<file path="config.mk">
export PLATFORM = sky130hd
export DESIGN_NAME = reservation_station
export DESIGN_NICKNAME = d
export VERILOG_FILES = /design/src/logic/rs_pkg.sv /design/src/logic/rs_slot_pick.sv /design/src/logic/reservation_station.sv
export VERILOG_INCLUDE_DIRS = /design/src /design/src/logic
export SDC_FILE = /design/constraint.sdc
export NUM_CORES = 2
export LEC_CHECK = 0
export BUFFER_PORTS_ARGS = -buffer_cell sky130_fd_sc_hd__buf_2
export CAP_MARGIN = 10
export CORE_MARGIN = 4
export CORE_UTILIZATION = 30
export CTS_CLUSTER_DIAMETER = 80
export CTS_CLUSTER_SIZE = 20
export DETAILED_ROUTE_END_ITERATION = 7
export HOLD_SLACK_MARGIN = 0.03
export SYNTH_ARGS = -nofsm -noshare
export SYNTH_HDL_FRONTEND = slang
export SYNTH_SLANG_ARGS = --single-unit
</file>
<file path="constraint.sdc">
create_clock -name in_clk -period 15.4 [get_ports in_clk]
set_input_delay 1.54 -clock in_clk [delete_from_list [all_inputs] [get_ports in_clk]]
set_output_delay 1.54 -clock in_clk [all_outputs]
set_load 0.01 [all_outputs]
</file>
<file path="src/logic/rs_settings.svh">
`ifndef RS_SETTINGS_SVH
`define RS_SETTINGS_SVH

// Register and address value width
// Also the width of the load/store address sum
`define GPR_SIZE 64

// ROB tag width
// 5 bits cover 32 in-flight instructions
`define ROB_IDX_SIZE 5

// Default entry count of one station
// Keep a power of two so slot indices cover every entry
`define RS_DEPTH 8

// The ALU and load/store stations both use `RS_DEPTH
// unless the top level overrides it

`endif

</file>
<file path="src/logic/rs_pkg.sv">
`include "rs_settings.svh"

package rs_pkg;

  // Register or address value
  typedef logic [`GPR_SIZE-1:0] word_t;

  // ROB tag, names a producer on the broadcast
  typedef logic [`ROB_IDX_SIZE-1:0] rob_idx_t;

  // Condition flags in N, Z, C, V order
  typedef logic [3:0] nzcv_t;

  // Condition code for CSEL and branches
  typedef logic [3:0] cond_t;

  // Functional unit selector
  typedef logic [0:0] fu_t;

  localparam fu_t FU_ALU = 1'b0;
  localparam fu_t FU_LS  = 1'b1;

  // Operation code
  typedef logic [3:0] fu_op_t;

  // ALU operations
  localparam fu_op_t FU_OP_ADD  = 4'd0;
  localparam fu_op_t FU_OP_SUB  = 4'd1;
  localparam fu_op_t FU_OP_AND  = 4'd2;
  localparam fu_op_t FU_OP_ORR  = 4'd3;
  localparam fu_op_t FU_OP_CSEL = 4'd4;

  // Memory operations
  // Operand A carries the offset until the base arrives
  localparam fu_op_t FU_OP_LDUR = 4'd5;
  localparam fu_op_t FU_OP_STUR = 4'd6;

endpackage

</file>
<file path="src/logic/rs_slot_pick.sv">
`timescale 1ns/1ps

// Lowest-index priority encoder over a bitmap
module rs_slot_pick #(
  parameter int DEPTH = 8
) (
  input  logic [DEPTH-1:0]         bitmap,
  output logic [$clog2(DEPTH)-1:0] index,
  output logic                     found
);

  localparam int IDX_W = $clog2(DEPTH);

  logic [IDX_W-1:0] pick;

  // Any set bit at all
  assign found = |bitmap;

  // Walk downward so the lowest set bit is written last
  always_comb begin
    pick = '0;
    for (int i = DEPTH - 1; i >= 0; i--) begin
      if (bitmap[i]) begin
        pick = IDX_W'(i);
      end
    end
  end

  // Index is zero when nothing is set, qualify with found
  assign index = pick;

endmodule

</file>
<file path="src/logic/reservation_station.sv">
`timescale 1ns/1ps
`include "rs_settings.svh"

module reservation_station #(
  parameter int RS_SIZE = `RS_DEPTH
) (
  input  logic             in_clk,
  input  logic             rst_n,
  // Dispatch
  input  logic             disp_valid,
  input  rs_pkg::fu_op_t   disp_op,
  input  rs_pkg::rob_idx_t disp_dst_index,
  input  logic             disp_val_a_valid,
  input  rs_pkg::word_t    disp_val_a_value,
  input  rs_pkg::rob_idx_t disp_val_a_index,
  input  logic             disp_val_b_valid,
  input  rs_pkg::word_t    disp_val_b_value,
  input  rs_pkg::rob_idx_t disp_val_b_index,
  input  logic             disp_uses_nzcv,
  input  logic             disp_nzcv_valid,
  input  rs_pkg::nzcv_t    disp_nzcv,
  input  rs_pkg::rob_idx_t disp_nzcv_index,
  input  logic             disp_set_nzcv,
  input  rs_pkg::cond_t    disp_cond,
  // Result broadcast
  input  logic             bc_done,
  input  rs_pkg::rob_idx_t bc_index,
  input  rs_pkg::word_t    bc_value,
  input  logic             bc_set_nzcv,
  input  rs_pkg::nzcv_t    bc_nzcv,
  // Mispredict
  input  logic             flush,
  // Issue handshake
  input  logic             fu_ready,
  output logic             full,
  output logic             start,
  // Issued instruction
  output rs_pkg::fu_op_t   issue_op,
  output rs_pkg::word_t    issue_val_a,
  output rs_pkg::word_t    issue_val_b,
  output rs_pkg::rob_idx_t issue_dst_index,
  output logic             issue_set_nzcv,
  output rs_pkg::nzcv_t    issue_nzcv,
  output rs_pkg::cond_t    issue_cond
);

  import rs_pkg::*;

  localparam int IDX_W = $clog2(RS_SIZE);

  typedef logic [IDX_W-1:0] slot_t;

  // Entry occupancy and readiness flags
  logic [RS_SIZE-1:0] ent_valid;
  logic [RS_SIZE-1:0] a_valid;
  logic [RS_SIZE-1:0] b_valid;
  logic [RS_SIZE-1:0] f_uses;
  logic [RS_SIZE-1:0] f_valid;

  // Entry payload
  fu_op_t   ent_op       [RS_SIZE];
  rob_idx_t ent_dst      [RS_SIZE];
  logic     ent_set_nzcv [RS_SIZE];
  cond_t    ent_cond     [RS_SIZE];
  word_t    a_value      [RS_SIZE];
  rob_idx_t a_index      [RS_SIZE];
  word_t    b_value      [RS_SIZE];
  rob_idx_t b_index      [RS_SIZE];
  nzcv_t    f_value      [RS_SIZE];
  rob_idx_t f_index      [RS_SIZE];

  logic [RS_SIZE-1:0] free_map;
  logic [RS_SIZE-1:0] ready_map;
  logic [RS_SIZE-1:0] mem_map;
  slot_t              free_idx;
  slot_t              ready_idx;
  logic               free_found;
  logic               ready_found;
  logic               disp_we;

  // Dispatch fields after same-edge bypass
  logic  disp_mem;
  logic  byp_a;
  logic  byp_b;
  logic  byp_f;
  word_t new_a_value;
  word_t new_b_value;
  nzcv_t new_f_value;

  always_comb begin
    for (int i = 0; i < RS_SIZE; i++) begin
      mem_map[i]   = (ent_op[i] == FU_OP_LDUR) || (ent_op[i] == FU_OP_STUR);
      ready_map[i] = ent_valid[i] && a_valid[i] && b_valid[i] && (!f_uses[i] || f_valid[i]);
    end
  end

  assign free_map = ~ent_valid;

  rs_slot_pick #(.DEPTH(RS_SIZE)) free_pick_i (
    .bitmap (free_map),
    .index  (free_idx),
    .found  (free_found)
  );

  rs_slot_pick #(.DEPTH(RS_SIZE)) ready_pick_i (
    .bitmap (ready_map),
    .index  (ready_idx),
    .found  (ready_found)
  );

  assign full    = !free_found;
  assign start   = fu_ready && ready_found && !flush;
  assign disp_we = disp_valid && free_found && !flush;

  // Broadcast landing on the dispatch edge
  assign disp_mem = (disp_op == FU_OP_LDUR) || (disp_op == FU_OP_STUR);
  assign byp_a    = bc_done && !disp_val_a_valid && (disp_val_a_index == bc_index);
  assign byp_b    = bc_done && !disp_val_b_valid && (disp_val_b_index == bc_index);
  assign byp_f    = bc_done && bc_set_nzcv && disp_uses_nzcv && !disp_nzcv_valid &&
                    (disp_nzcv_index == bc_index);

  // Memory ops add the base to the offset held in operand A
  assign new_a_value = !byp_a   ? disp_val_a_value :
                       disp_mem ? disp_val_a_value + bc_value : bc_value;
  assign new_b_value = byp_b ? bc_value : disp_val_b_value;
  assign new_f_value = byp_f ? bc_nzcv : disp_nzcv;

  // Occupancy, flush wins over issue and dispatch
  always_ff @(posedge in_clk or negedge rst_n) begin
    if (!rst_n) begin
      ent_valid <= '0;
    end else if (flush) begin
      ent_valid <= '0;
    end else begin
      if (start) begin
        ent_valid[ready_idx] <= 1'b0;
      end
      // Free map excludes the slot issued this edge
      if (disp_we) begin
        ent_valid[free_idx] <= 1'b1;
      end
    end
  end

  // Insert and wakeup
  always_ff @(posedge in_clk) begin
    for (int i = 0; i < RS_SIZE; i++) begin
      if (disp_we && (free_idx == slot_t'(i))) begin
        ent_op[i]       <= disp_op;
        ent_dst[i]      <= disp_dst_index;
        ent_set_nzcv[i] <= disp_set_nzcv;
        ent_cond[i]     <= disp_cond;
        a_valid[i]      <= disp_val_a_valid || byp_a;
        a_value[i]      <= new_a_value;
        a_index[i]      <= disp_val_a_index;
        b_valid[i]      <= disp_val_b_valid || byp_b;
        b_value[i]      <= new_b_value;
        b_index[i]      <= disp_val_b_index;
        f_uses[i]       <= disp_uses_nzcv;
        f_valid[i]      <= disp_nzcv_valid || byp_f;
        f_value[i]      <= new_f_value;
        f_index[i]      <= disp_nzcv_index;
      end else if (bc_done && ent_valid[i]) begin
        // Only pending operands listen, so an address sums once
        if (!a_valid[i] && (a_index[i] == bc_index)) begin
          a_valid[i] <= 1'b1;
          a_value[i] <= mem_map[i] ? a_value[i] + bc_value : bc_value;
        end
        if (!b_valid[i] && (b_index[i] == bc_index)) begin
          b_valid[i] <= 1'b1;
          b_value[i] <= bc_value;
        end
        if (f_uses[i] && !f_valid[i] && bc_set_nzcv && (f_index[i] == bc_index)) begin
          f_valid[i] <= 1'b1;
          f_value[i] <= bc_nzcv;
        end
      end
    end
  end

  // Selected entry, meaningful while start is high
  assign issue_op        = ent_op[ready_idx];
  assign issue_val_a     = a_value[ready_idx];
  assign issue_val_b     = b_value[ready_idx];
  assign issue_dst_index = ent_dst[ready_idx];
  assign issue_set_nzcv  = ent_set_nzcv[ready_idx];
  assign issue_nzcv      = f_value[ready_idx];
  assign issue_cond      = ent_cond[ready_idx];

endmodule

</file>
; ---- After elaboration in Yosys (flattened, before gate mapping)
; Memory sizes are Yosys's and may differ from the RTL's.
; Index checks and enable logic that the tools add are counted.
[totals]
inputBits = 245
n_memories = 10
reg_bits = 40
ramBits = 1288
output_inout_bits = 148
rom_bits = 0
latch_bits = 0
wordCells = 786
[classes]
reduce_logical = 259
add_sub_neg = 9
shifts = 0
muxes = 391
n_mul = 0
n_lt_le_gt_ge = 4
n_div = 0
n_bitwise = 28
n_eq_ne = 52
[memory_table]
columns = name, words, width, rd, rd_ports_with_merged_regs, write_ports, line
row1 = a_value, 8, 64, 9, 0, 8, reservation_station.sv:65  ; word_t a_value [RS_SIZE];
row2 = b_value, 8, 64, 1, 0, 8, reservation_station.sv:67  ; word_t b_value [RS_SIZE];
row3 = a_index, 8, 5, 8, 0, 1, reservation_station.sv:66  ; rob_idx_t a_index [RS_SIZE];
row4 = b_index, 8, 5, 8, 0, 1, reservation_station.sv:68  ; rob_idx_t b_index [RS_SIZE];
row5 = ent_dst, 8, 5, 1, 0, 1, reservation_station.sv:62  ; rob_idx_t ent_dst [RS_SIZE];
row6 = f_index, 8, 5, 8, 0, 1, reservation_station.sv:70  ; rob_idx_t f_index [RS_SIZE];
row7 = 4 more memories, n/a, n/a, n/a, n/a, n/a, n/a
[ops]
columns = operator, count
row1 = 2-to-1 mux 64 bit, 27
row2 = adder 64 bit, 9
row3 = 2-to-1 mux 1 bit, 242
row4 = 2-to-1 mux 3 bit, 65
row5 = 2-to-1 mux 5 bit, 28
row6 = OR reduction 5 bit, 28
row7 = == test 5 bit, 27
row8 = logical AND 1 bit, 94
row9 = 2-to-1 mux 4 bit, 23
row10 = == test 4 x 3 -> 1 bit (second input constant), 18
row11 = nonzero test 2 bit, 32
row12 = OR reduction 4 bit, 14
row13 = AND reduction 2 bit, 24
row14 = zero test 1 bit, 37
row15 = 2-to-1 mux 8 bit, 4
row16 = OR 1 bit, 24
row17 = logical OR 1 bit, 20
row18 = NOT 8 bit, 2
row19 = OR reduction 8 bit, 2
row20 = == test 3 bit (second input constant), 4
row21 = bitwise AND 8 bit, 1
row22 = less-than comparator 3 x 4 -> 1 bit (second input constant), 2
row23 = OR 8 bit, 1
row24 = OR reduction 1 bit, 7
row25 = other kinds (5), 8

; ---- Longest topological paths before layout
[depth]
ltp_word = 22
depth_mapped = 16

; ---- By module
; From an unflattened synthesis, not the netlist that was laid out.
[hier_totals]
cells_unflattened = 10324
hier_area_um2 = 98669.6
[modules_own_cells]
columns = module, seq_area_each_um2, n_inst, area_each_um2, cells_per_inst
row1 = reservation_station, 39838.2, 1, 98507.0, 10298
row2 = rs_slot_pick, 0.0, 2, 81.3, 13

; ---- Worst setup path after synthesis
; OpenSTA, ideal clock, no wires.
[synth_path]
kind = input to register
startpoint = in flush
endpoint = mem a_value[2][0] (netlist name), enable pin
t_arrival_ns = 6.557
slack_ns = 8.268
cell_stages = 4
path_cell_list = clkbuf_1 nor2b_1 nand3_1 o21ai_0
[synth_rtl]
columns = item, line
row1 = "start, declared", reservation_station.sv:32  ; input logic flush,
row2 = "end, declared", reservation_station.sv:65

; ---- Final worst setup path
[layout_path]
startpoint = reg f_valid[6]
endpoint = out issue_val_a[14]
[layout_via]
elab_chain_cells = 10
[layout_rtl]
columns = item, line
row1 = "start, declared", reservation_station.sv:58  ; logic [RS_SIZE-1:0] f_valid;
row2 = "start signal, assigned by index", reservation_station.sv:160  ; f_valid[i] <= disp_nzcv_valid || byp_f;
row3 = logical OR 1 bit, reservation_station.sv:93  ; ready_map[i] = ent_valid[i] && a_valid[i] && b_valid[i] && (!f_uses[i] || f_valid[i]);
row4 = logical AND 1 bit, reservation_station.sv:93
row5 = 2-to-1 mux 3 bit (7 in a row), rs_slot_pick.sv:23  ; if (bitmap[i]) begin
row6 = memory read (8 x 64 bit), n/a
row7 = "end, declared", reservation_station.sv:39  ; output rs_pkg::word_t issue_val_a,
; Every way passes these cells.

==> summary.md <==
| Metric | Value |
|---|---|
| Largest net degree at the start of global routing | `roughly 170` |
| Synth Net Count | `between 10,000 and 15,000` |
| Max-Cap Viols | `0` |
| IR Drop Worst-Case VDD | `0.0759 mV` |
| Total GRT Usage | `between 20% and 30%` |
| TritonCTS clock tree | `done` |
| GRT Residual Overflow | `0` |
| Commonest non-fill, non-tap cell in the layout | `nand2_1` |
| Ys async rst share | `less than 1%` |
| Final worst slack | `about 8 ns` |
| RSZ-0062 raised after global routing | `false` |
| Relative slew slack | `approximately 15%` |
| Logic gate share of total power | `around 18%` |
| Cell variety after synth | `~110` |
| Max-slew violation count | `0` |
| Clock network power share | `about a third` |
| Skew-Pair Late Insertion Delay | `0.79 ns` |
| Fmax | `roughly 140 MHz` |
| Startpoint Class | `flop` |
| Clock tree sinks | `~1,300` |
| Skew final | `0.0443 ns` |
| CP endpoint kind | `output port` |
| TritonRoute pass-1 iters | `8` |
| Count of endpoints failing hold in the final timing report | `0` |
| Post-layout instance count excluding filler cells | `16,200` |
| Routed len/inst | `between 20 and 30 µm` |
| First-pass GRT wire length | `583 mm` |
| # IOs | `slightly below 400` |
| Setup CP Type | `flop to output port` |
| R2r setup slk | `~10 ns` |
| Most frequent cells in the layout | `2,161 x nand2_1, 1,565 x a21oi_1, 1,320 x edfxtp_1` |
| Placeable core area | `roughly 0.34 mm²` |
| Slew @ Worst Pin | `between 1 and 1.5 ns` |
| Data arrival, critical path | `between 5 and 6 ns` |
| Min Tclk post-route | `approximately 7.3 ns` |
| Post-synthesis register bit count | `between 1,000 and 1,500` |
| Post-synth EDFFs | `about 1,300` |
| Root Driver | `clkbuf_16` |
| Reg power frac | `47.2%` |
| Site row count | `approximately 210` |
| Dpl cells | `about 16,000` |
| Starting Density | `30.1%` |
| Height of the die | `592 µm` |
| Die width | `approximately 590 µm` |
| Internal power | `between 0.005 and 0.006 W` |
| Crit-path max FO | `between 90 and 100` |
| IO Port Bufs | `about 400` |
| Initial antenna violation count | `66` |
| Cts repair resizes | `0` |
| Synth Area per Inst | `approximately 9 µm²` |
| Switching power | `~0.0025 W` |
| H-tree levels | `3` |
| FILL cells | `35,300` |
| Die footprint | `~0.35 mm²` |
| Post-Syn Area | `between 0.1 and 0.15 mm²` |
| Post-route antenna net violation count | `0` |
| Area Growth Syn to Fin | `9.72%` |
| GPL Wtd Cong | `roughly 0.97` |
| CTS Buf Count | `between 100 and 150` |
| Post-CTS Hold Fix Bufs | `0` |
| Layout cells sized above 1 | `approximately 13%` |
| Post-route DRC | `0` |
| Final hold slack | `0.625 ns` |
| Setup TNS | `0 ns` |
| Final WL | `409 mm` |
| Hold Path Class | `input pin to asynchronous set/reset pin` |
| Final number of setup-violating endpoints | `0` |
| Total power | `between 0.008 and 0.009 W` |
| Register area share after synthesis | `slightly below 40%` |
| Sw Ratio | `29.9%` |
| CP Data Required Time | `13.86 ns` |
| Outcome | `finished clean` |
| Fin crit share | `between 40 and 50%` |
| Post-CTS Repair Setup Buffers | `0` |
| Worst-path clk slew | `~0.090 ns` |
| Leak | `between 40 and 50 nW` |
| Synth warn | `0` |
| Nets | `between 10,000 and 15,000` |
| Vias after detailed routing | `around 91,000` |
| Vias/cell | `around 5.6` |
| Post-Syn Instances | `between 10,000 and 15,000` |
| 1st-iter DRT viols | `9,765` |
| Pwr dens | `between 70 and 80 mW/mm²` |
| Dpl ws | `around 8.5 ns` |
| Max Buffers Root-to-Sink | `3` |
| Post-detail-place hpwl | `about 300 mm` |
| Vias in the first global route | `roughly 83,000` |
| Ys flop type | `edfxtp_1` |
-- state kept, by name (all words and copies together), names as in the netlist --
name,cells
a_index,40
a_valid,8
a_value,512
b_index,40
b_valid,8
b_value,512
ent_cond,32
ent_dst,40
ent_op,32
ent_set_nzcv,8
ent_valid,8
f_index,40
f_uses,8
f_valid,8
f_value,32
-- power groups by stage --
stage                     Clock, W  Sequential (W)  Combinational [W]
after floorplan                  0         0.00411            0.00103
after global placement           0         0.00411            0.00154
after detailed placement         0         0.00411            0.00154
after CTS                  0.00297         0.00402            0.00155
after global routing       0.00310         0.00403            0.00171
final                      0.00293         0.00402            0.00157
-- Yosys cell counts, drive strengths merged, types with 103 or more instances --
cell type | instances | area share, %
edfxtp | 1320 | 39
or4 | 170 | 1.2
nand3 | 150 | 0.74
inv | 162 | 0.59
nor2 | 646 | 2.4
xnor2 | 367 | 3.1
nor3 | 123 | 0.60
a31oi | 112 | 0.70
nand4 | 195 | 1.2
xor2 | 268 | 2.3
a21o | 380 | 2.8
clkbuf | 752 | 2.8
nand2 | 2182 | 8.0
ha | 567 | 6.9
o21ai | 772 | 3.8
a21oi | 1570 | 7.7
mux2 | 557 | 6.1
a211oi | 184 | 1.4
o21bai | 103 | 0.75
-- cell type report --
type                       instances  area, µm²  share of cell area, %
sequential                      1328      39800                   35.5
tap                             4536       5680                   5.05
multi-input combinational       9338      59100                   52.6
inverter                         162        608                  0.541
clock buffer                     109       2640                   2.35
timing repair buffer             615       3670                   3.27
antenna                           25       62.6                 0.0557
clock inverter                    68        761                  0.677
-- routing by layer --
metal	global-route usage, %	routed length, µm	part of all wire [%]	up-vias
met5	0	124	0.030	-
met4	9.73	20700	5.1	22
met3	2.67	26600	6.5	752
met2	35.9	187000	46	3647
met1	29.8	174000	43	44300
li1	-	-	-	42700
-- through the flow --
stage               area (µm²)  util [%]
finish                  112000      33.1
global route            112000      33.1
CTS                     112000      33.1
detailed placement      109000      32.1
global placement        109000      32.1
floorplan               102000         -
-- worst max-delay path, cell delays in order, from the launching register on --
cell and delay (ns):
edfxtp_1 0.35, nand2b_1 0.18, nand4_1 0.12, inv_1 0.04, o21ai_0 0.15, nand2_1 0.09
nand2_1 0.07, a21oi_1 0.11, nor2_4 0.12, buf_4 0.62, buf_4 0.83, buf_4 1.04
nand2_1 0.12, a21oi_1 0.55, or4_1 0.27, buf_2 0.15
-- path summary, 6_finish.rpt --
kind,from,end,depth (start not counted)
setup / recovery,f_valid[6]$_SDFFCE_PN1P_,issue_val_a[14],15
hold / removal,rst_n,ent_valid[5]$_DFF_PN0_,1
setup reg to reg,a_value[3][0]$_DFFE_PP_,a_value[3][62]$_DFFE_PP_,15
hold reg to reg,ent_valid[6]$_DFF_PN0_,ent_valid[6]$_DFF_PN0_,2
max in group asynchronous,rst_n,ent_valid[2]$_DFF_PN0_,1
min in group in_clk,ent_valid[6]$_DFF_PN0_,ent_valid[6]$_DFF_PN0_,2
-- logic make-up (layout without fill, tap and decap cells) --
logic type      count (synthesis)  after routing  synth area share, %
simple gates                 3884           3884                 16.9
compound gates               3642           3642                 21.4
flops                        1328           1328                 38.9
buf+inv                      1014            954                 3.76
xor+xnor                      635            635                 5.43
mux                           601            601                 6.55
fa+ha+maj                     576            576                 7.10
other cells                     0             25                    0
Note: power is estimated with default switching activity, not from simulation.
